**config.mk**
```make
export PLATFORM = sky130hd
export DESIGN_NAME = map_table
export DESIGN_NICKNAME = d
export VERILOG_FILES = /design/src/logic/rename_pkg.sv /design/src/logic/map_table.sv
export VERILOG_INCLUDE_DIRS = /design/src /design/src/logic
export SDC_FILE = /design/constraint.sdc
export NUM_CORES = 1
export LEC_CHECK = 0
export ABC_AREA = 0
export BUFFER_PORTS_ARGS = -buffer_cell sky130_fd_sc_hd__buf_2
export CORE_MARGIN = 2
export CORE_UTILIZATION = 60
export CTS_BUF_LIST = sky130_fd_sc_hd__clkbuf_8
export DETAILED_ROUTE_END_ITERATION = 12
export PLACE_DENSITY = 0.89
export SYNTH_ARGS = -nofsm -noshare
export SYNTH_HDL_FRONTEND = slang
export SYNTH_SLANG_ARGS = --single-unit
```
**constraint.sdc**
```tcl
create_clock -name clock -period 1.8 [get_ports clock]
set_input_delay 0.09 -clock clock [delete_from_list [all_inputs] [get_ports clock]]
set_output_delay 0.09 -clock clock [all_outputs]
set_load 0.005 [all_outputs]
```
**src/logic/rename_config.svh**
```systemverilog
/*
  rename slice configuration
  register counts, data width and the hard-wired zero tag
*/
`ifndef RENAME_CONFIG_SVH
`define RENAME_CONFIG_SVH

// physical register file size, tag width follows from it
`define NUM_PR 32

// architectural registers, entry 0 is the zero register
`define NUM_AR 16

`define NUM_FU 2         // units sharing the cdb
`define XLEN 64          // data word width

// physical reg that always reads zero
`define ZERO_PR 31

`endif

```
**src/logic/rename_pkg.sv**
```systemverilog
/*
  rename package
  tag, value and bundle types shared across the rename slice
*/
`default_nettype none

`include "rename_config.svh"

package rename_pkg;

  typedef logic [$clog2(`NUM_PR)-1:0] pr_tag_t;    // physical tag
  typedef logic [$clog2(`NUM_AR)-1:0] ar_idx_t;    // architectural index
  typedef logic [`XLEN-1:0] reg_value_t;           // data word

  // one rename request, dest_ar 0 = no destination
  typedef struct packed {
    ar_idx_t dest_ar;
    ar_idx_t src1_ar;
    ar_idx_t src2_ar;
  } rename_req_t;

  typedef struct packed {
    pr_tag_t t_idx;       // newly allocated dest tag
    pr_tag_t t1_idx;      // source tags before update
    pr_tag_t t2_idx;
    pr_tag_t told_idx;    // displaced dest mapping
  } rename_rsp_t;

  // completion from a unit, also the bus word
  typedef struct packed {
    pr_tag_t    t_idx;
    reg_value_t t_value;
  } cdb_t;

  typedef struct packed {
    pr_tag_t t1_idx;
    pr_tag_t t2_idx;
  } fu_read_t;

  typedef struct packed {
    reg_value_t t1_value;
    reg_value_t t2_value;
  } fu_operands_t;

endpackage

`default_nettype wire

```
**src/logic/map_table.sv**
```systemverilog
/*
  map table
  architectural to physical tag mapping, lookup and rename update
*/
`default_nettype none
`timescale 1ns/1ns

`include "rename_config.svh"

module map_table import rename_pkg::*; (
  input  logic        clock,
  input  logic        reset,
  input  rename_req_t rename_req,
  input  logic        rename_fire,
  input  pr_tag_t     new_tag,
  output pr_tag_t     t1_idx,
  output pr_tag_t     t2_idx,
  output pr_tag_t     told_idx
);

  pr_tag_t map [`NUM_AR];    // current tag per arch reg
  logic    do_write;         // accepted rename with a dest

  // lookups see the table before this cycle's update
  assign t1_idx   = map[rename_req.src1_ar];
  assign t2_idx   = map[rename_req.src2_ar];
  assign told_idx = map[rename_req.dest_ar];    // zero tag when dest_ar is 0

  assign do_write = rename_fire && (rename_req.dest_ar != '0);

  always_ff @(posedge clock) begin
    if (reset) begin
      map[0] <= pr_tag_t'(`ZERO_PR);    // arch 0 bound to zero reg
      for (int i = 1; i < `NUM_AR; i++) begin
        map[i] <= pr_tag_t'(i);         // identity mapping out of reset
      end
    end else if (do_write) begin
      map[rename_req.dest_ar] <= new_tag;    // visible next cycle
    end
  end

endmodule

`default_nettype wire

```
After elaboration in Yosys (flattened, before gate mapping)
Memories as Yosys holds them, arrays and structs flattened.
Index checks and enable logic that the tools add are counted.
Word-level totals
  bits in registers: 0
  memory bits (writable): 80
  word-level logic and storage cells: 12
  memories kept: 1
Memories
  map: depth 16, width 5, read ports 3, clocked after Yosys merged registers in 0, write ports 16, line map_table.sv:21  | pr_tag_t map [`NUM_AR];
Operators by class
  reduce and logical (&&, ||, !) cells: 3
  muxes and demuxes: 8
Operators by type and width (number)
  1-bit two-way mux: 6
  5-bit two-way mux: 1
  5-bit OR reduction: 1
  4-bit two-way mux: 1
  4-bit nonzero test: 1
  1-bit logical AND: 1

Logic depth before layout (Yosys ltp)
  word-level depth: 7
  gate-level depth with buffers: 6

Worst setup path after synthesis
OpenSTA, ideal clock, no wires.
  kind: input -> register
  start: input rename_req[8] (netlist name)
  end: memory map[15][0] (netlist name) (enable)
  stages: 6
  required time: 1.538 ns
  path buffers: 3
  setup time: 0.262 ns
  arrival time: 1.114 ns
  setup slack: 0.423 ns
  path through: buf_6 -> buf_4 -> nand2_1 -> clkbuf_1 -> nor2_1 -> or2_2
RTL lines
  start: declaration: line map_table.sv:13  | input rename_req_t rename_req,
  end: declaration: line map_table.sv:21

==> flow_summary.json <==
{
  "status": "finished, violations left",
  "failed_checks": "negative setup slack",
  "fin_nets": 405,
  "synth.distinct_cells": 21,
  "worstPathRequired_ns": 1.71,
  "fmax_mhz": 526,
  "design_area_um2": 5490,
  "maxSlewViolCount": 0,
  "max_stage_delay_ns": 0.55,
  "num_io_pins": 35,
  "slowest_stage": "mux4_2",
  "rows": 33,
  "grt_max_degree": 27,
  "largest_register_ffs": 80,
  "final_common_cell": "edfxtp_1",
  "period_needed_ns": 1.90,
  "peakVddDrop_mv": 0.322,
  "route.detailed.drc": 0,
  "grt_pass1_wl_mm": 20.4,
  "ys_ff_latch": 80,
  "fillers": 531,
  "setup_viol_count_final": 12,
  "dp_hpwl_mm": 9.28,
  "coreArea_um2": 8090,
  "gp_congestion": 0.888,
  "grt_usage_pct": 32.2,
  "layout_common_cells": "edfxtp_1 (80), mux4_2 (60), and2_1 (43), buf_2 (34), nand3_1 (29)",
  "wl_per_cell_um": 26.7,
  "end_kind": "primary output",
  "fin_tns_setup_ns": -0.853,
  "post-cts-setup-buffers": 0,
  "drt_iter0_drc": 412,
  "clkSinkCount": 80,
  "clk_pin_slew_ns": 0.09,
  "regMostFlops": "map",
  "root_buffer": "clkbuf_8",
  "drive_gt1_share_pct": 38.7,
  "grt_pass1_vias": 3559,
  "die_w_um": 94.9,
  "synth_area_um2": 4950,
  "yosys_warnings": 0,
  "dpl-instance-area_um2": 5250,
  "largestRegisters": "map (80)",
  "h-tree-depth": 3,
  "worstPathMaxFanout": 3,
  "synthCells": 354,
  "ant_nets": 0,
  "vias": 3561,
  "numPortBuffers": 34,
  "antenna_found_initial": 0,
  "die_y_um": 94.9,
  "tritoncts": "built",
  "holdWs_ns": 0.113,
  "postSynthAreaPerCell_um2": 14.0,
  "critPathLaunchType": "register",
  "path_class": "register to primary output",
  "power.leakage_nw": 1.85,
  "drt_wl_total_mm": 13.2,
  "crit_chain": "mux4_2 > a22oi_2 > nand3_1 > buf_2",
  "grt-ovfl-total": 0,
  "worstMarginPinSlew_ns": 0.665,
  "antennaDiodeCount": 0,
  "hold_viol": 0,
  "power_density_nw_per_um2": 759,
  "die_area_um2": 9000,
  "viasPerCell": 7.19,
  "rsz0062_at_grt": "true",
  "initial_core_util_pct": 61.2,
  "cts_buffers": 9,
  "ctsLongestPathBuffers": 2,
  "worst_hold_path_type": "input pin to register",
  "first_pass_iters": 5,
  "arrival_ns": 1.81,
  "worstHoldPathCells": 1,
  "drv_cap": 0,
  "layout_setup_ws_ns": -0.102,
  "min_period_over_period_pct": 106,
  "ys_seq_area_share_pct": 48.5,
  "max-slew-margin-rel_pct": 55.6,
  "area_delta_synth_final_pct": 10.9
}
-- power by group --
group | switching (mW) | internal (mW)
clock network | 0.662 | 0.486
registers | 0.104 | 2.16
logic | 0.386 | 0.371
total | 1.15 | 3.02
-- cells in the mapped netlist (all sizes together) --
cell	number	area share [%]
nand2	16	1.2
a22oi	15	2.3
buf	15	1.7
and2	43	5.4
or3	28	3.5
nor3	3	0.30
nand2b	6	0.76
mux4	60	27
or2	15	1.9
nand4b	1	0.18
nor2	15	1.1
or4b	1	0.20
nand3	30	3.0
conb	1	0.076
nor2b	6	0.76
clkbuf	17	1.3
nand4bb	2	0.45
edfxtp	80	48
-- layer usage --
metal,global-route usage [%],routed length (µm),up-vias
met3,8.06,1610,60
met5,0,0,-
met4,17.3,755,0
li1,-,-,1457
met2,53.1,6710,301
met1,39.4,4150,1743
-- worst paths after layout --
path,start,slack [ns],end
setup / recovery,map[7][3],-0.10,t2_idx[3]
hold / removal,reset,0.11,map[0][0]
-- critical path: cells and delay by family, from the launching register on --
family                 cells  cell delay (ns)
AOI/OAI and AO/OA          1             0.20
and+or+nand+nor            1             0.12
DFF                        1             0.45
buffers and inverters      1             0.14
muxes                      1             0.55
-- logic make-up after synthesis --
logic type | share of synthesized area (%)
AOI/OAI and AO/OA | 2.27
muxes | 27.3
other | 0.0757
DFF | 48.5
buffers and inverters | 2.98
and+or+nand+nor | 18.9
-- area by class of cell --
cell class              count  area (µm²)  share of cell area [%]
multi-input cells         246        2490                    45.4
flip-flops and latches     80        2400                    43.7
repair buffers             48         300                    5.47
well taps                 105         131                    2.39
clock buffers               9         124                    2.26
clock inverters             7        41.3                   0.752
-- timing repair --
| action | CTS | global route |
|---|---|---|
| setup endpoints to repair | 15 | 15 |
| hold buffers | 0 | 0 |
| hold endpoints to repair | 0 | 0 |
| gates resized for setup | 11 | 4 |
| pin swaps | 13 | 5 |
-- per-stage QoR --
step / std cells / power (mW) / util (%) / setup WS [ns]
3_5_place_dp: 479 / 3.00 / 64.9 / 0.0590
3_3_place_gp: 479 / 2.96 / 64.9 / 0.178
2_1_floorplan: 358 / 2.74 / - / 0.423
6_report: 495 / 4.17 / 67.9 / -0.102
5_1_grt: 495 / 4.27 / 67.9 / -0.129
4_1_cts: 495 / 4.13 / 67.6 / -0.0893
No activity file was read; power rests on OpenSTA's default activity.
