`config.mk`:
```
export PLATFORM = sky130hd
export DESIGN_NAME = cdb_arbiter
export DESIGN_NICKNAME = d
export VERILOG_FILES = /design/src/logic/rename_pkg.sv /design/src/logic/cdb_arbiter.sv
export VERILOG_INCLUDE_DIRS = /design/src /design/src/logic
export SDC_FILE = /design/constraint.sdc
export NUM_CORES = 1
export LEC_CHECK = 0
export BUFFER_PORTS_ARGS = -buffer_cell sky130_fd_sc_hd__buf_2
export CAP_MARGIN = 20
export CORE_AREA = 2 2 83 85
export DETAILED_ROUTE_END_ITERATION = 8
export DIE_AREA = 0 0 85 87
export PLACE_DENSITY = 0.56
export SYNTH_ARGS = -nofsm -noshare
export SYNTH_HDL_FRONTEND = slang
export SYNTH_SLANG_ARGS = --single-unit
```
`constraint.sdc`:
```
create_clock -name vclk -period 1.81
set_input_delay 0.362 -clock vclk [all_inputs]
set_output_delay 0.362 -clock vclk [all_outputs]
set_load 0.01 [all_outputs]
```
`src/logic/rename_config.svh`:
```
/*
  rename slice configuration
  register counts, data width and the hard-wired zero tag
*/
`ifndef RENAME_CONFIG_SVH
`define RENAME_CONFIG_SVH

// physical register file size, tag width follows from it
`define NUM_PR 32

// architectural registers, entry 0 is the zero register
`define NUM_AR 16

`define NUM_FU 2         // units sharing the cdb
`define XLEN 64          // data word width

// physical reg that always reads zero
`define ZERO_PR 31

`endif

```
`src/logic/rename_pkg.sv`:
```
/*
  rename package
  tag, value and bundle types shared across the rename slice
*/
`default_nettype none

`include "rename_config.svh"

package rename_pkg;

  typedef logic [$clog2(`NUM_PR)-1:0] pr_tag_t;    // physical tag
  typedef logic [$clog2(`NUM_AR)-1:0] ar_idx_t;    // architectural index
  typedef logic [`XLEN-1:0] reg_value_t;           // data word

  // one rename request, dest_ar 0 = no destination
  typedef struct packed {
    ar_idx_t dest_ar;
    ar_idx_t src1_ar;
    ar_idx_t src2_ar;
  } rename_req_t;

  typedef struct packed {
    pr_tag_t t_idx;       // newly allocated dest tag
    pr_tag_t t1_idx;      // source tags before update
    pr_tag_t t2_idx;
    pr_tag_t told_idx;    // displaced dest mapping
  } rename_rsp_t;

  // completion from a unit, also the bus word
  typedef struct packed {
    pr_tag_t    t_idx;
    reg_value_t t_value;
  } cdb_t;

  typedef struct packed {
    pr_tag_t t1_idx;
    pr_tag_t t2_idx;
  } fu_read_t;

  typedef struct packed {
    reg_value_t t1_value;
    reg_value_t t2_value;
  } fu_operands_t;

endpackage

`default_nettype wire

```
`src/logic/cdb_arbiter.sv`:
```
/*
  cdb arbiter
  fixed priority, lowest unit wins, granted result driven onto the bus
*/
`default_nettype none
`timescale 1ns/1ns

`include "rename_config.svh"

module cdb_arbiter import rename_pkg::*; (
  input  logic [`NUM_FU-1:0] fu_valid,
  input  cdb_t [`NUM_FU-1:0] fu_result,
  output logic [`NUM_FU-1:0] fu_ready,
  output logic               cdb_valid,
  output cdb_t               cdb
);

  logic [`NUM_FU-1:0] grant;    // one-hot or zero
  logic               found;    // higher priority unit already granted

  always_comb begin
    grant = '0;
    found = 1'b0;
    for (int i = 0; i < `NUM_FU; i++) begin
      if (fu_valid[i] && !found) begin
        grant[i] = 1'b1;
        found    = 1'b1;
      end
    end
  end

  // and-or mux, grant is one-hot
  always_comb begin
    cdb = '0;
    for (int i = 0; i < `NUM_FU; i++) begin
      if (grant[i]) begin
        cdb = fu_result[i];
      end
    end
  end

  assign fu_ready  = grant;        // losers hold their request
  assign cdb_valid = |fu_valid;    // any request wins someone

endmodule

`default_nettype wire

```
# Yosys cells after proc, flatten, opt, wreduce, memory -nomap -nowiden
# Index checks and enable logic that the tools add are counted.
# totals
wordCells,7
reg_bits,0
# classes
n_reduce_logical,3
muxes,4
# ops
op,n
$mux 69,2
$mux 1,2
$reduce_or 2->1,1
$logic_and 1x1->1,1
$logic_not 1->1,1

# Depth between registers and ports, before layout
# Gate-level depths: netlist of the first run.
# depth
depth_word,5
ltp_mapped,5
mapped_depth_nobuf,2

# Worst setup path after synthesis of the first run
# Ideal clock, no wire load.
# synth_path
path_kind,input -> output
startpoint,input fu_valid[0]
endpoint,output cdb[59] (netlist bit)
slack_ns,0.408
arrival_time_ns,1.040
cell_stages,5
path_cell_list,buf_4 nor2b_4 buf_6 buf_6 a22o_1
# synth_lines
item,line,source
from (decl),cdb_arbiter.sv:11,"input logic [`NUM_FU-1:0] fu_valid,"
to (decl),cdb_arbiter.sv:15,output cdb_t cdb

==> reports/metrics.yaml, run 1 <==
min_to: "cdb[8]"
port_buffers: 212
total_power_uw: 494.5
yosysUniqueCellTypes: 7
synthTopCellsByArea: "a22o_1 (80%), buf_6 (12%), clkbuf_1 (3.0%)"
worstHoldPathType: "in2out"
drive_gt1_frac: 0.7552
core_um2: 6569
fin_crit_ns: 1.640
required_ns: 1.45
syn2layout_area_growth_pct: 142.1
cp_max_fo: 70
setup_violations: 0
drc_errors: 0
maxSlewHeadroom: 0.8003
initial_core_util: 0.1152
synth_cells: 88
slew_violations: 0
first_global_vias: 1341
seq_area_um2: 0
clock.fmax_mhz: 609.9
ant_nets: 0
synth_top_area_cell: "a22o_1"
fillCellCount: 722
cts_hold_buf: 0
critPathLaunch: "fu_valid[0]"
min_path_cells: 3
critical_path_arrival_ns: 1.28
post_cts_buffers: 0
start_kind: "primary input"
wire_per_inst_um: 10.92
die-area_um2: 7395
final-hold-violation-count: 0
grt_max_degree: 71
gp_congestion: 0.7632
maxCapViolCount: 0
hp-start: "fu_result[77]"
rsz0062_at_grt: "no"
drtIter0Drc: 21
synth_top_area_share: 0.7983
rows: 30
pin_count: 212
synth_nets: 228
seq_area_frac_synth: 0
n_antenna_cell: 0
cts.repair.resized: 0
outcome: "complete, no violations"
die_h_um: 87
end_kind: "output port"
via_per_inst: 4.235
die_w_um: 85
hpwl_um: 3309
power_density_nw_per_um2: 269.8
vdd_drop_max_mv: 0.08892
antenna_found_initial: 0
nets: 428
setup_tns_ns: 0
worstSetupPathType: "in2out"
grt-ovfl-total: 0
grtUsageTotal: 0.08698
clkbuf_count: 0
p_leak_nw: 1.153
yosysWarnings: 0
min_period_over_period: 0.9059
seq_cells: 0
dr_total_vias: 1550
syn_area_per_cell_um2: 8.602
worstMarginPinSlew_ns: 0.2996
dr.pass1.iters: 4
synth_area_um2: 757.0
grt_pass1_wl_um: 5658
wirelength_um: 3996
==> final cells by class <==
class	count	area, um2	area share
well taps	80	100.1	0.05461
multi-input cells	71	624.3	0.3406
repair buffers	215	1109	0.6048
==> cells in the final DEF, fill, tap and decap left out <==
cell	synthesis	final
buf_2	1	212
a22o_1	69	69
buf_12	0	2
nor2b_4	1	1
or2_1	1	1
buf_4	2	1
==> critical path, stage by stage <==
cell and delay [ns]:
buf_2 0.14, nor2b_4 0.13, buf_12 0.26, a22o_1 0.20, buf_2 0.13
==> logic make-up (layout without fill, tap and decap cells) <==
logic type	count (synthesis)	count (layout)	share of synthesized area
AND/OR/NAND/NOR	2	2	0.02645
AO/OA/AOI/OAI	69	69	0.7983
buffers and inverters	17	215	0.1752
==> worst max path at each step <==
stage,endpoint
after global placement,cdb[46]
after global routing,cdb[24]
final,cdb[16]
after CTS,cdb[16]
after floorplan,cdb[59]
after detailed placement,cdb[16]
==> synthesized netlist by cell type <==
library cell and n:
a22o_1 69, buf_2 1, buf_4 2, buf_6 8, clkbuf_1 6, nor2b_4 1
or2_1 1
==> layer usage <==
layer  share of wire  global-route usage  up-vias
met4          0.0030            0.002886        0
met3            0.11             0.01137        2
met2            0.52              0.1733      105
met5               0                   0        -
met1            0.37              0.1033      662
li1                -                   -      781
==> per-stage QoR <==
step	utilization	instances	hold WS, ns	cell area [um2]	setup slack (ns)
finish	0.2790	366	1.013	1833	0.1704
CTS	0.2790	366	1.014	1833	0.1856
global placement	0.2790	366	1.014	1833	0.2072
floorplan	-	88	0.8158	757.0	0.4085
detailed placement	0.2790	366	1.014	1833	0.1852
global route	0.2790	366	1.025	1833	0.1385
==> where the power goes <==
part	internal, mW	leakage [nW]	switching, mW
registers	0	0	0
logic	0.279	1.15	0.215
clock network	0	0	0
Note: power is estimated with default switching activity, not from simulation.
==> run 2: changes to the inputs <==
--- a/config.mk
+++ b/config.mk
@@ -8,10 +8,10 @@
 export LEC_CHECK = 0
 export BUFFER_PORTS_ARGS = -buffer_cell sky130_fd_sc_hd__buf_2
 export CAP_MARGIN = 20
-export CORE_AREA = 2 2 83 85
+export CORE_AREA = 2 2 81 83
 export DETAILED_ROUTE_END_ITERATION = 8
-export DIE_AREA = 0 0 85 87
-export PLACE_DENSITY = 0.56
+export DIE_AREA = 0 0 83 85
+export PLACE_DENSITY = 0.6
 export SYNTH_ARGS = -nofsm -noshare
 export SYNTH_HDL_FRONTEND = slang
 export SYNTH_SLANG_ARGS = --single-unit
==> constraint.sdc (replaced) <==
create_clock -name vclk -period 1.5
set_input_delay 0.3 -clock vclk [all_inputs]
set_output_delay 0.3 -clock vclk [all_outputs]
set_load 0.01 [all_outputs]
==> reports/metrics.yaml, run 2 (synthesis gave the netlist of run 1 again) <==
outcome: "complete, no violations"
rsz0062_at_grt: "no"
slew_violations: 0
rows: 29
maxCapViolCount: 0
worstMarginPinSlew_ns: 0.2910
drive_gt1_frac: 0.7552
via_per_inst: 4.380
critical_path_arrival_ns: 1.11
required_ns: 1.20
nets: 428
seq_cells: 0
setup_tns_ns: 0
maxSlewHeadroom: 0.8060
cpPeakStageDelay_ns: 0.20
end_kind: "output port"
core_um2: 6205
port_buffers: 212
ant_nets: 0
slowest_stage: "buf_12"
worstSetupEndpoint: "cdb[59]"
power.share.switching: 0.4356
clock.fmax_mhz: 708.5
antenna_found_initial: 0
layout_commonest_cell: "buf_2"
pwr-share-comb: 1.000
crit_path_frequent_cell: "buf_2"
crit_cells: 5
first_global_vias: 1499
fin_crit_ns: 1.411
seq_area_um2: 0
design_area_um2: 1842
final_cell_mix: "buf_2 (212), a22o_1 (69), buf_12 (3)"
critPathLaunch: "fu_valid[0]"
start_kind: "primary input"
syn2layout_area_growth_pct: 143.3
placed_cell_area_um2: 1842
power_frac_seq: 0
pin_count: 212
crit_chain: "buf_2 -> nor2b_4 -> buf_12 -> a22o_1 -> buf_2"
initial_core_util: 0.1220
die_h_um: 85
drtIter0Drc: 26
grt-ovfl-total: 0
power_density_nw_per_um2: 328.2
wirelength_um: 4263
intPower_uw: 341.2
grt_max_degree: 72
worstPathBufferInverterCount: 3
die_w_um: 83
cp_max_fo: 34
post_cts_buffers: 0
gp_congestion: 0.7224
n_antenna_cell: 0
min_period_over_period: 0.9410
p_leak_nw: 1.157
grt_pass1_wl_um: 6713
dr_total_vias: 1590
vdd_drop_max_mv: 0.1199
wire_per_inst_um: 11.74
cts.repair.resized: 0
worstSetupPathType: "in2out"
p_clk_frac: 0
grtUsageTotal: 0.1083
crit_family: "buffers and inverters"
final-hold-violation-count: 0
drc_errors: 0
die-area_um2: 7055
setup_violations: 0
cts_hold_buf: 0
dr.pass1.iters: 2
worstHoldPathType: "in2out"
switchingPower_uw: 263.3
clkbuf_count: 0
[run 2: cell count changes in the layout (fill, tap and decap cells not counted)]
| cell | previous run | this run |
|---|---|---|
| buf_12 | 2 | 3 |
| buf_4 | 1 | 0 |
[run 2: area by class of cell]
cell class	instances	area, um2
fillers	670	4363
multi-input cells	71	624.3
well taps	77	96.34
repair buffers	215	1121
[run 2: per-stage QoR]
step	total power, mW	instances	worst slack, ns	utilization	hold WS [ns]
after CTS	0.6131	363	0.07223	0.2968	0.8904
after floorplan	0.2945	88	0.2225	-	0.6918
after global routing	0.6641	363	0.04506	0.2968	0.9003
after detailed placement	0.6111	363	0.07354	0.2968	0.8904
after global placement	0.6066	363	0.07478	0.2968	0.8894
final	0.6045	363	0.08852	0.2968	0.8906
[run 2: how the worst min path moves through the flow]
stage                   start     endpoint  slack, ns  cells after the start
5_1_grt         fu_result[85]      cdb[16]       0.90                      3
4_1_cts        fu_result[101]      cdb[32]       0.89                      3
3_5_place_dp   fu_result[101]      cdb[32]       0.89                      3
6_report        fu_result[83]      cdb[14]       0.89                      3
2_1_floorplan     fu_valid[0]  fu_ready[0]       0.69                      1
3_3_place_gp    fu_result[83]      cdb[14]       0.89                      3
[run 2: per-layer routing]
layer  vias to the layer above  global-route usage  wire length [um]
met5                         -                   0                 0
met2                       108              0.2265              2295
met1                       700              0.1235              1531
li1                        782                   -                 -
met4                         0                   0                 0
met3                         0             0.01167               436
[run 2: power groups by stage]
stage	sequential (mW)	combinational, mW	clock (mW)
2_1_floorplan	0	0.295	0
5_1_grt	0	0.664	0
6_report	0	0.605	0
3_3_place_gp	0	0.607	0
4_1_cts	0	0.613	0
3_5_place_dp	0	0.611	0
==> run 3: changes to the inputs <==
--- a/config.mk
+++ b/config.mk
@@ -6,12 +6,12 @@
 export SDC_FILE = /design/constraint.sdc
 export NUM_CORES = 1
 export LEC_CHECK = 0
-export BUFFER_PORTS_ARGS = -buffer_cell sky130_fd_sc_hd__buf_2
+export BUFFER_PORTS_ARGS = -buffer_cell sky130_fd_sc_hd__clkbuf_2
 export CAP_MARGIN = 20
 export CORE_AREA = 2 2 81 83
 export DETAILED_ROUTE_END_ITERATION = 8
 export DIE_AREA = 0 0 83 85
-export PLACE_DENSITY = 0.6
+export PLACE_DENSITY = 0.53
 export SYNTH_ARGS = -nofsm -noshare
 export SYNTH_HDL_FRONTEND = slang
 export SYNTH_SLANG_ARGS = --single-unit
==> reports/metrics.yaml, run 3 (synthesis gave the netlist of run 1 again) <==
outcome: "complete, no violations"
core_um2: 6205
clock.fmax_mhz: 671.8
n_antenna_cell: 0
hpwl_um: 4013
clkbuf_count: 0
pin_count: 212
syn2layout_area_growth_pct: 163.6
port_buffers: 212
cts_hold_buf: 0
rows: 29
vdd_drop_max_mv: 0.1288
final_cells: 371
grt_max_degree: 39
cp_max_fo: 9
end_kind: "output port"
fillCellCount: 699
antenna_found_initial: 0
via_per_inst: 4.399
min_period_over_period: 0.9923
gp_congestion: 0.8172
initial_core_util: 0.1220
seq_area_um2: 0
dp.cells: 364
start_kind: "primary input"
grtUsageTotal: 0.1160
maxSlewHeadroom: 0.8304
drtIter0Drc: 21
multiInputGateArea_um2: 624.3
fin_util: 0.3216
critical_path_arrival_ns: 1.19
first_global_vias: 1508
seq_cells: 0
nets: 436
total_power_uw: 669.2
worstHoldPathType: "in2out"
whs_ns: 0.8935
setup_tns_ns: 0
final_cell_mix: "clkbuf_2 (209), a22o_1 (69), clkbuf_16 (4), buf_12 (4)"
die_h_um: 85
fin_crit_ns: 1.489
layout_commonest_cell: "clkbuf_2"
worstSetupPathType: "in2out"
die_w_um: 83
setup_violations: 0
drive_gt1_frac: 0.7619
power_density_nw_per_um2: 335.3
rsz0062_at_grt: "yes"
dr.pass1.iters: 4
worstMarginPinSlew_ns: 0.2544
wire_per_inst_um: 13.97
maxCapViolCount: 0
dr_total_vias: 1632
grt_pass1_wl_um: 7086
p_leak_nw: 1.252
die-area_um2: 7055
ant_nets: 0
grt-ovfl-total: 0
required_ns: 1.20
wirelength_um: 5184
slew_violations: 0
drc_errors: 0
final-hold-violation-count: 0
run 3: worst max-delay path, stage by stage:
cell and delay (ns):
clkbuf_2 0.11, nor2b_4 0.14, buf_12 0.15, clkbuf_16 0.16, a22o_1 0.20, clkbuf_2 0.12
run 3: per-stage QoR:
stage	setup WS, ns	area (um2)
3_3_place_gp	-0.02054	1849
2_1_floorplan	0.2225	757.0
6_report	0.01149	1996
3_5_place_dp	-0.008978	1849
5_1_grt	-0.01752	1996
4_1_cts	-0.01423	1849
run 3: area by class of cell:
| cell class | instances | share of cell area |
|---|---|---|
| multi-input cells | 71 | 0.3129 |
| well taps | 77 | 0.04828 |
| repair buffers | 223 | 0.6389 |
run 3: routing by layer:
layer | vias to the layer above | track usage | part of all wire
met5 | - | 0 | 0
met4 | 0 | 0.008942 | 0.0068
met3 | 4 | 0.02237 | 0.098
met2 | 116 | 0.2427 | 0.54
met1 | 713 | 0.1230 | 0.35
li1 | 799 | - | -
run 3: final timing paths:
check	from	end	depth (start not counted)
worst max-delay path	fu_valid[1]	cdb[59]	6
worst min-delay path	fu_result[112]	cdb[43]	3
run 3: repair_timing:
action,in CTS,in global routing
endpoints found under the setup margin,2,44
gates cloned,0,6
pin swaps,0,2
gates resized for setup,0,4
setup buffers,0,1
run 3: power by group:
| group | internal [mW] | total [mW] | leakage, nW | switching (mW) |
|---|---|---|---|---|
| Combinational | 0.378 | 0.669 | 1.25 | 0.291 |
| Clock | 0 | 0 | 0 | 0 |
| Sequential | 0 | 0 | 0 | 0 |
