--- config.mk ---
export PLATFORM = sky130hd
export DESIGN_NAME = free_list
export DESIGN_NICKNAME = d
export VERILOG_FILES = /design/src/logic/rename_pkg.sv /design/src/logic/free_list.sv
export VERILOG_INCLUDE_DIRS = /design/src /design/src/logic
export SDC_FILE = /design/constraint.sdc
export NUM_CORES = 1
export LEC_CHECK = 0
export BUFFER_PORTS_ARGS = -buffer_cell sky130_fd_sc_hd__buf_2
export CAP_MARGIN = 40
export CORE_MARGIN = 2
export CORE_UTILIZATION = 51
export CTS_CLUSTER_DIAMETER = 60
export DETAILED_ROUTE_END_ITERATION = 8
export HOLD_SLACK_MARGIN = 0.15
export PLACE_DENSITY = 0.68
export SYNTH_ARGS = -nofsm -noshare
export SYNTH_HDL_FRONTEND = slang
export SYNTH_SLANG_ARGS = --single-unit
export TNS_END_PERCENT = 30
--- constraint.sdc ---
create_clock -name clock -period 3.26 [get_ports clock]
set_input_delay 0.652 -clock clock [delete_from_list [all_inputs] [get_ports clock]]
set_output_delay 0.652 -clock clock [all_outputs]
set_load 0.02 [all_outputs]
--- src/logic/rename_config.svh ---
/*
  rename slice configuration
  register counts, data width and the hard-wired zero tag
*/
`ifndef RENAME_CONFIG_SVH
`define RENAME_CONFIG_SVH

// physical register file size, tag width follows from it
`define NUM_PR 32

// architectural registers, entry 0 is the zero register
`define NUM_AR 16

`define NUM_FU 2         // units sharing the cdb
`define XLEN 64          // data word width

// physical reg that always reads zero
`define ZERO_PR 31

`endif

--- src/logic/rename_pkg.sv ---
/*
  rename package
  tag, value and bundle types shared across the rename slice
*/
`default_nettype none

`include "rename_config.svh"

package rename_pkg;

  typedef logic [$clog2(`NUM_PR)-1:0] pr_tag_t;    // physical tag
  typedef logic [$clog2(`NUM_AR)-1:0] ar_idx_t;    // architectural index
  typedef logic [`XLEN-1:0] reg_value_t;           // data word

  // one rename request, dest_ar 0 = no destination
  typedef struct packed {
    ar_idx_t dest_ar;
    ar_idx_t src1_ar;
    ar_idx_t src2_ar;
  } rename_req_t;

  typedef struct packed {
    pr_tag_t t_idx;       // newly allocated dest tag
    pr_tag_t t1_idx;      // source tags before update
    pr_tag_t t2_idx;
    pr_tag_t told_idx;    // displaced dest mapping
  } rename_rsp_t;

  // completion from a unit, also the bus word
  typedef struct packed {
    pr_tag_t    t_idx;
    reg_value_t t_value;
  } cdb_t;

  typedef struct packed {
    pr_tag_t t1_idx;
    pr_tag_t t2_idx;
  } fu_read_t;

  typedef struct packed {
    reg_value_t t1_value;
    reg_value_t t2_value;
  } fu_operands_t;

endpackage

`default_nettype wire

--- src/logic/free_list.sv ---
/*
  free list
  circular queue of unused physical tags, pop on alloc, push on release
*/
`default_nettype none
`timescale 1ns/1ns

`include "rename_config.svh"

module free_list import rename_pkg::*; (
  input  logic    clock,
  input  logic    reset,
  input  logic    alloc,
  output pr_tag_t head_tag,
  output logic    empty,
  input  logic    release_valid,
  input  pr_tag_t release_tag
);

  // tags 1..NUM_PR-2 circulate, NUM_AR-1 of them always mapped
  localparam int DEPTH = `NUM_PR - `NUM_AR;
  localparam int INIT  = `NUM_PR - 1 - `NUM_AR;    // tags NUM_AR..NUM_PR-2
  localparam int PW    = $clog2(DEPTH);
  localparam int CW    = $clog2(DEPTH + 1);

  pr_tag_t         queue [DEPTH];
  logic [PW-1:0]   head;       // next tag to hand out
  logic [PW-1:0]   tail;       // next free slot
  logic [CW-1:0]   count;
  logic            push;
  logic            pop;

  function automatic logic [PW-1:0] next_ptr(input logic [PW-1:0] p);
    return (p == PW'(DEPTH - 1)) ? '0 : p + 1'b1;
  endfunction

  assign empty    = (count == '0);
  assign head_tag = queue[head];

  assign pop  = alloc && !empty;    // never pop an empty queue
  assign push = release_valid && (release_tag != pr_tag_t'(`ZERO_PR));    // zero tag dropped

  always_ff @(posedge clock) begin
    if (reset) begin
      for (int i = 0; i < DEPTH; i++) begin
        queue[i] <= (i < INIT) ? pr_tag_t'(`NUM_AR + i) : '0;
      end
      head  <= '0;
      tail  <= PW'(INIT);
      count <= CW'(INIT);
    end else begin
      if (push) begin
        queue[tail] <= release_tag;
        tail        <= next_ptr(tail);
      end
      if (pop) begin
        head <= next_ptr(head);
      end
      case ({push, pop})
        2'b10:   count <= count + 1'b1;
        2'b01:   count <= count - 1'b1;
        default: count <= count;    // both or neither
      endcase
    end
  end

endmodule

`default_nettype wire

# Word-level counts from Yosys, hierarchy flattened
# Memories as Yosys holds them, arrays and structs flattened. A register that Yosys moved wholly into a read port is not among the register bits.
# Index checks and enable logic that the tools add are counted.
dict set report classes {
  n_reduce_logical 6
  eq_ne 5
  addsub 4
  muxes 13
}
# operator count
set op_table {}
lappend op_table {{$mux W4} 5}
lappend op_table {{$pmux W5 S2} 1}
lappend op_table {{$add A4 B1 Y4 const B} 2}
lappend op_table {{$eq A4 B4 Y1 const B} 2}
lappend op_table {{$mux W1} 6}
lappend op_table {{$add A5 B1 Y5 const B} 1}
lappend op_table {{$logic_not A5 Y1} 1}
lappend op_table {{$mux W5} 1}
lappend op_table {{$ne A5 B5 Y1 const B} 1}
lappend op_table {{$reduce_or A5 Y1} 1}
lappend op_table {{$sub A5 B1 Y5 const B} 1}
lappend op_table {{$eq A2 B1 Y1 const B} 1}
lappend op_table {{$eq A2 B2 Y1 const B} 1}
lappend op_table {{$logic_and A1 B1 Y1} 2}
lappend op_table {{$reduce_bool A2 Y1} 1}
lappend op_table {{$logic_not A1 Y1} 1}
dict set report word_totals {
  wordCells 32
  n_memories 1
  input_bits 9
  ff_bits 13
  out_inout_bits 6
  mem_bits_rw 80
}
# memory words word_bits read_ports rd_clocked_by_memory_dff write_ports line
set memory_table {}
lappend memory_table {queue 16 5 1 1 16 free_list.sv:26} ;# pr_tag_t queue [DEPTH];

# Depth between registers and ports, before layout
dict set report logic_depth {
  depth_word 7
  ltp_mapped 9
  mapped_depth_nobuf 9
}

# Worst setup path before layout
# No wires, ideal clock.
dict set report synth_path {
  kind {register -> register}
  from {register count[1]}
  to {register count[4]}
  setup_ns 0.071
  stages_incl_launch_ff 9
  path_slack_ns 0.691
  t_arrival_ns 2.499
  t_required_ns 3.189
  synth_period_minus_slack_ns 2.569
  path_buffers 0
  path_cell_list {dfxtp_1 or4_4 o21a_4 ha_1 fa_1 nand3_1 a21oi_1 or4_1 a21oi_1}
}
dict set report synth_between {
  elab_chain_len 5
  word_cells_on_any_way 9
  cone_classes {2 x add/sub; 2 x eq/ne; 1 x mux; 4 x reduce/logical}
}
# item line
set synth_lines {}
lappend synth_lines {{start: declaration} free_list.sv:29} ;# logic [CW-1:0] count;
lappend synth_lines {{start signal: assignment} free_list.sv:50} ;# count <= CW'(INIT);
lappend synth_lines {{start signal: assignment} free_list.sv:60} ;# 2'b10: count <= count + 1'b1;
lappend synth_lines {{start signal: assignment} free_list.sv:61} ;# 2'b01: count <= count - 1'b1;
lappend synth_lines {{parallel branches: the longest is 5 deep, another holds $sub A5 B1 Y5} -}
# Parallel ways; which one is timed is not known.
# A chain may end at the register's enable or synchronous reset.

==> report_table.html <==
<table>
<tr><th>Metric</th><th>Value</th></tr>
<tr><th colspan="2">Synthesis</th></tr>
<tr><td>Area share of fa/ha/maj cells after synthesis</td><td>under 10%</td></tr>
<tr><td>Synth async-reset ratio</td><td>0%</td></tr>
<tr><td>Total nets after synthesis</td><td>between 300 and 400</td></tr>
<tr><td>Post-synthesis instance area</td><td>between 4000 and 5000 um^2</td></tr>
<tr><td>Flip-flop and latch count after synthesis</td><td>97</td></tr>
<tr><td>Count leader, synth</td><td>sky130_fd_sc_hd__edfxtp_1</td></tr>
<tr><td>Synth top area cells</td><td>sky130_fd_sc_hd__edfxtp_1, sky130_fd_sc_hd__mux4_2, sky130_fd_sc_hd__dfxtp_1</td></tr>
<tr><td>Distinct cell type count after synthesis</td><td>43</td></tr>
<tr><td>Cell accounting for the most synthesized area</td><td>sky130_fd_sc_hd__edfxtp_1</td></tr>
<tr><td>Cell count after synthesis</td><td>around 350</td></tr>
<tr><td>Main combinational cell family by area after synthesis</td><td>simple AND/OR/NAND/NOR gates</td></tr>
<tr><td>Number of synthesized flops with an enable pin</td><td>80</td></tr>
<tr><td>Top FF cell, synth</td><td>sky130_fd_sc_hd__edfxtp_1</td></tr>
<tr><td>Commonest cells post-synth</td><td>sky130_fd_sc_hd__edfxtp_1, sky130_fd_sc_hd__nand2_1, sky130_fd_sc_hd__nor2_1</td></tr>
<tr><td>Multiplexer share of the synthesized area</td><td>a little over a tenth</td></tr>
<tr><td>Area share of the largest cell type after synthesis</td><td>52.7%</td></tr>
<tr><td>Fraction of the mapped netlist area in simple logic gates</td><td>between 10% and 20%</td></tr>
<tr><td>Area share of xor/xnor cells in the synthesized design</td><td>less than 1%</td></tr>
<tr><td>Count of warnings emitted by yosys</td><td>0</td></tr>
<tr><td>Share of synthesized area occupied by flip-flops and latches</td><td>roughly three fifths</td></tr>
<tr><td>Average cell area after synthesis</td><td>between 10 and 15 um^2</td></tr>
<tr><td>Synthesized-area fraction occupied by ao, oa, aoi and oai cells</td><td>between 8 and 9%</td></tr>
<tr><th colspan="2">Layout</th></tr>
<tr><td>Finished Layout Cells</td><td>between 400 and 500</td></tr>
<tr><td>Layout Cell Area excl Fill</td><td>between 4000 and 5000 um^2</td></tr>
<tr><td>Net count reported at finish</td><td>approximately 390</td></tr>
<tr><td>N_diodes</td><td>0</td></tr>
<tr><td>Post-synthesis to final-layout area growth</td><td>8.51%</td></tr>
<tr><td>Fill cell instance count of the final layout</td><td>~740</td></tr>
<tr><td>Share of post-route cells with drive strength above 1</td><td>about a fifth</td></tr>
<tr><td>Utilization after layout</td><td>between 50% and 60%</td></tr>
<tr><th colspan="2">Drt</th></tr>
<tr><td>DR iter-0 viols</td><td>413</td></tr>
<tr><td>First-pass detailed-route iteration total</td><td>5</td></tr>
<tr><td>WL per Instance</td><td>between 20 and 25 um</td></tr>
<tr><td>Detail-routed via count per cell</td><td>around 6.2</td></tr>
<tr><td>DRC</td><td>0</td></tr>
<tr><td>Count of nets left with antenna violations after detail routing</td><td>0</td></tr>
<tr><td>Post-detailed-routing wire length</td><td>roughly 11,000 um</td></tr>
<tr><td>Vias after detailed routing</td><td>about 3k</td></tr>
<tr><th colspan="2">Worst setup path</th></tr>
<tr><td>Sort of element at the end of the critical path</td><td>primary output</td></tr>
<tr><td>Worst reg2reg endpoint</td><td>count[4]</td></tr>
<tr><td>RR Startpoint</td><td>count[1]</td></tr>
<tr><td>Worst Setup Start Kind</td><td>register</td></tr>
<tr><td>Ordered cell list for the critical path</td><td>buf_4 -&gt; mux4_2 -&gt; a22oi_1 -&gt; nand2_1 -&gt; buf_2</td></tr>
<tr><td>WP data required</td><td>2.61 ns</td></tr>
<tr><td>Buffers &amp; Inverters on Critical Path</td><td>2</td></tr>
<tr><td>Largest stage delay on the critical path</td><td>~0.57 ns</td></tr>
<tr><td>Critical-path cell with the highest stage delay</td><td>sky130_fd_sc_hd__mux4_2</td></tr>
<tr><td>Critical path fanouts, max</td><td>20</td></tr>
<tr><td>Arrival time worst endpoint</td><td>roughly 2.2 ns</td></tr>
<tr><td>Logic depth of the worst register-to-register path</td><td>8</td></tr>
<tr><td>Cell class contributing the biggest share of worst-path delay</td><td>multiplexers</td></tr>
<tr><td>Critical path depth in cells</td><td>5</td></tr>
<tr><td>Reg2Reg Setup Slack</td><td>0.52 ns</td></tr>
<tr><td>Setup Crit Path Kind</td><td>reg -&gt; out</td></tr>
<tr><th colspan="2">STA</th></tr>
<tr><td>Share of the clock period used by the worst path</td><td>between 80% and 90%</td></tr>
<tr><td>Number of pins exceeding their max-slew limit in the final report</td><td>0</td></tr>
<tr><td>Setup slack after layout</td><td>about 0.43 ns</td></tr>
<tr><td>Worst Max-Slew Pin Slew</td><td>~0.6 ns</td></tr>
<tr><td>Max Clock Skew</td><td>0.0107 ns</td></tr>
<tr><td>Final Hold Slack</td><td>just over 0.5 ns</td></tr>
<tr><td>RSZ-0062 raised after global routing</td><td>no</td></tr>
<tr><td>Final hold violation count</td><td>0</td></tr>
<tr><td>TNS Setup</td><td>0 ns</td></tr>
<tr><td>Highest achievable clock rate</td><td>between 0.3 and 0.4 GHz</td></tr>
<tr><td>Worst slew margin</td><td>between 60% and 70%</td></tr>
<tr><td>Setup-failing EPs final</td><td>0</td></tr>
<tr><td>Crit path time final</td><td>around 2.8 ns</td></tr>
<tr><th colspan="2">Global routing</th></tr>
<tr><td>Gr ovfl total</td><td>0</td></tr>
<tr><td>Maximum number of pins on one net before global-route repair</td><td>34</td></tr>
<tr><td>First-pass GRT wire length</td><td>16,800 um</td></tr>
<tr><td>Number of antenna violations at the first check in global routing</td><td>0</td></tr>
<tr><td>Overall Global Routing Usage</td><td>roughly a quarter</td></tr>
<tr><td>Via count of the first global-routing pass</td><td>3,053</td></tr>
<tr><th colspan="2">CTS</th></tr>
<tr><td>CTS tree</td><td>done</td></tr>
<tr><td>Buffer levels on the longest clock path</td><td>2</td></tr>
<tr><td>Clock latency of the later-clocked register in the worst-skew pair</td><td>0.37 ns</td></tr>
<tr><td>Reg clk slew, reported paths</td><td>roughly 0.09 ns</td></tr>
<tr><td>Number of resized instances in the post-cts repair step</td><td>0</td></tr>
<tr><td>Max H-tree Level</td><td>3</td></tr>
<tr><td>Number of buffers added for setup after CTS</td><td>0</td></tr>
<tr><td>Post-CTS Hold Fix Bufs</td><td>0</td></tr>
<tr><td>CTS Sinks</td><td>97</td></tr>
<tr><td>Cts bufs inserted</td><td>9</td></tr>
<tr><td>Clock root buffer</td><td>sky130_fd_sc_hd__clkbuf_8</td></tr>
<tr><th colspan="2">Power</th></tr>
<tr><td>Largest voltage drop on the vdd net</td><td>259 uV</td></tr>
<tr><td>Switching power total</td><td>just under 700 uW</td></tr>
<tr><td>Static Leak</td><td>1.57 nW</td></tr>
<tr><td>Fraction of power spent switching nets</td><td>26.6%</td></tr>
<tr><td>P per Cell Area</td><td>a little over 500 nW/um^2</td></tr>
<tr><td>Sequential share of power</td><td>55.8%</td></tr>
<tr><td>Overall power of the completed layout</td><td>about 2.6 mW</td></tr>
<tr><td>Power Internal</td><td>around 1.9 mW</td></tr>
<tr><td>Clk pwr share</td><td>a little under a third</td></tr>
<tr><td>Share of total power in combinational logic</td><td>between 10% and 20%</td></tr>
<tr><th colspan="2">Placed design</th></tr>
<tr><td>Placement Cell Area</td><td>roughly 4800 um^2</td></tr>
<tr><td>Final weighted congestion of routability-driven global placement</td><td>approximately 0.91</td></tr>
<tr><td>Pre-CTS WS</td><td>roughly 0.39 ns</td></tr>
<tr><td>Post-Place Cells</td><td>~460</td></tr>
<tr><td>HPWL after detailed placement</td><td>roughly 7500 um</td></tr>
<tr><td>Count of port buffers added during placement</td><td>14</td></tr>
<tr><th colspan="2">Floorplanning</th></tr>
<tr><td>Core Footprint</td><td>between 8000 and 9000 um^2</td></tr>
<tr><td>Initial Util</td><td>a little over half</td></tr>
<tr><td>Full die area</td><td>slightly below 10,000 um^2</td></tr>
<tr><td>Placement row count</td><td>34</td></tr>
<tr><td>Die Wd</td><td>between 90 and 100 um</td></tr>
<tr><td>I/O pins</td><td>15</td></tr>
<tr><td>Vertical extent of the die</td><td>between 90 and 100 um</td></tr>
<tr><th colspan="2">Worst hold path</th></tr>
<tr><td>Number of instances on the worst hold path</td><td>2</td></tr>
<tr><td>Endpoint with the worst hold slack</td><td>count[4]</td></tr>
<tr><td>Hold Crit Class</td><td>reg -&gt; reg</td></tr>
<tr><td>Start point of the worst hold path</td><td>count[4]</td></tr>
<tr><th colspan="2">Outcome</th></tr>
<tr><td>Result of the run</td><td>finished clean</td></tr>
<tr><th colspan="2">Run</th></tr>
<tr><td>Max cap viols</td><td>0</td></tr>
</table>
-- placed cells by master, fill, tap and decap left out, drive strengths merged, types with 6 or more instances in the layout --
cell type | netlist | routed
buf | 9 | 22
ha | 9 | 9
a22oi | 10 | 10
a31o | 14 | 14
nand2b | 7 | 7
edfxtp | 80 | 80
mux4 | 20 | 20
nor2b | 9 | 9
inv | 5 | 6
clkbuf | 10 | 10
dfxtp | 17 | 17
nand3 | 9 | 9
nand2 | 54 | 54
nor2 | 45 | 45
-- state kept, by name, indices dropped and copies added, names as in the netlist, named ones only --
signal and cells:
head 4, tail 4, queue 80, count 5
-- final cells by class --
| class | count | area, um^2 | share of cell area [%] |
|---|---|---|---|
| inverter | 5 | 18.8 | 0.379 |
| multi-input combinational | 232 | 1710 | 34.6 |
| sequential | 97 | 2740 | 55.5 |
| clock inverter | 6 | 67.6 | 1.37 |
| tap | 108 | 135 | 2.73 |
| clock buffer | 10 | 128 | 2.58 |
| timing repair buffer | 22 | 143 | 2.88 |
-- power by group through the flow --
stage / clock network, mW / logic (mW) / registers, mW
after floorplan: 0 / 0.264 / 1.44
after global placement: 0 / 0.348 / 1.46
after detailed placement: 0 / 0.352 / 1.46
after CTS: 0.787 / 0.353 / 1.43
after global routing: 0.837 / 0.387 / 1.44
final: 0.779 / 0.354 / 1.43
-- metal layers --
layer	global-route usage [%]	share of wire, %	wire length (um)
met1	33.1	41	4390
met2	36.3	49	5170
met3	4.40	8.0	847
met4	8.75	1.9	199
met5	0	0	0
-- cell families (layout without fill, tap and decap cells) --
logic type      count (synthesis)  after routing
fa+ha+maj                      10             10
compound gates                 49             49
simple gates                  145            145
flops                          97             97
mux                            23             23
xor+xnor                        5              5
buf+inv                        24             43
-- how the worst max path moves through the flow --
stage | startpoint | to | slack (ns)
finish | register | head_tag[4] | 0.43
global route | register | head_tag[4] | 0.33
CTS | register | head_tag[4] | 0.37
detailed placement | release_tag[2] | count[4] | 0.39
global placement | release_tag[2] | count[4] | 0.51
floorplan | count[1] | count[4] | 0.69
-- worst register-to-register path, stage by stage (launching register included) --
cell and delay, ns:
sky130_fd_sc_hd__dfxtp_1 0.36, sky130_fd_sc_hd__or4_4 0.56, sky130_fd_sc_hd__o21a_4 0.24, sky130_fd_sc_hd__ha_1 0.26
sky130_fd_sc_hd__fa_1 0.43, sky130_fd_sc_hd__nand3_1 0.12, sky130_fd_sc_hd__a21oi_1 0.08, sky130_fd_sc_hd__or4_1 0.46
sky130_fd_sc_hd__a21oi_1 0.15
(Power assumes the default switching activity.)
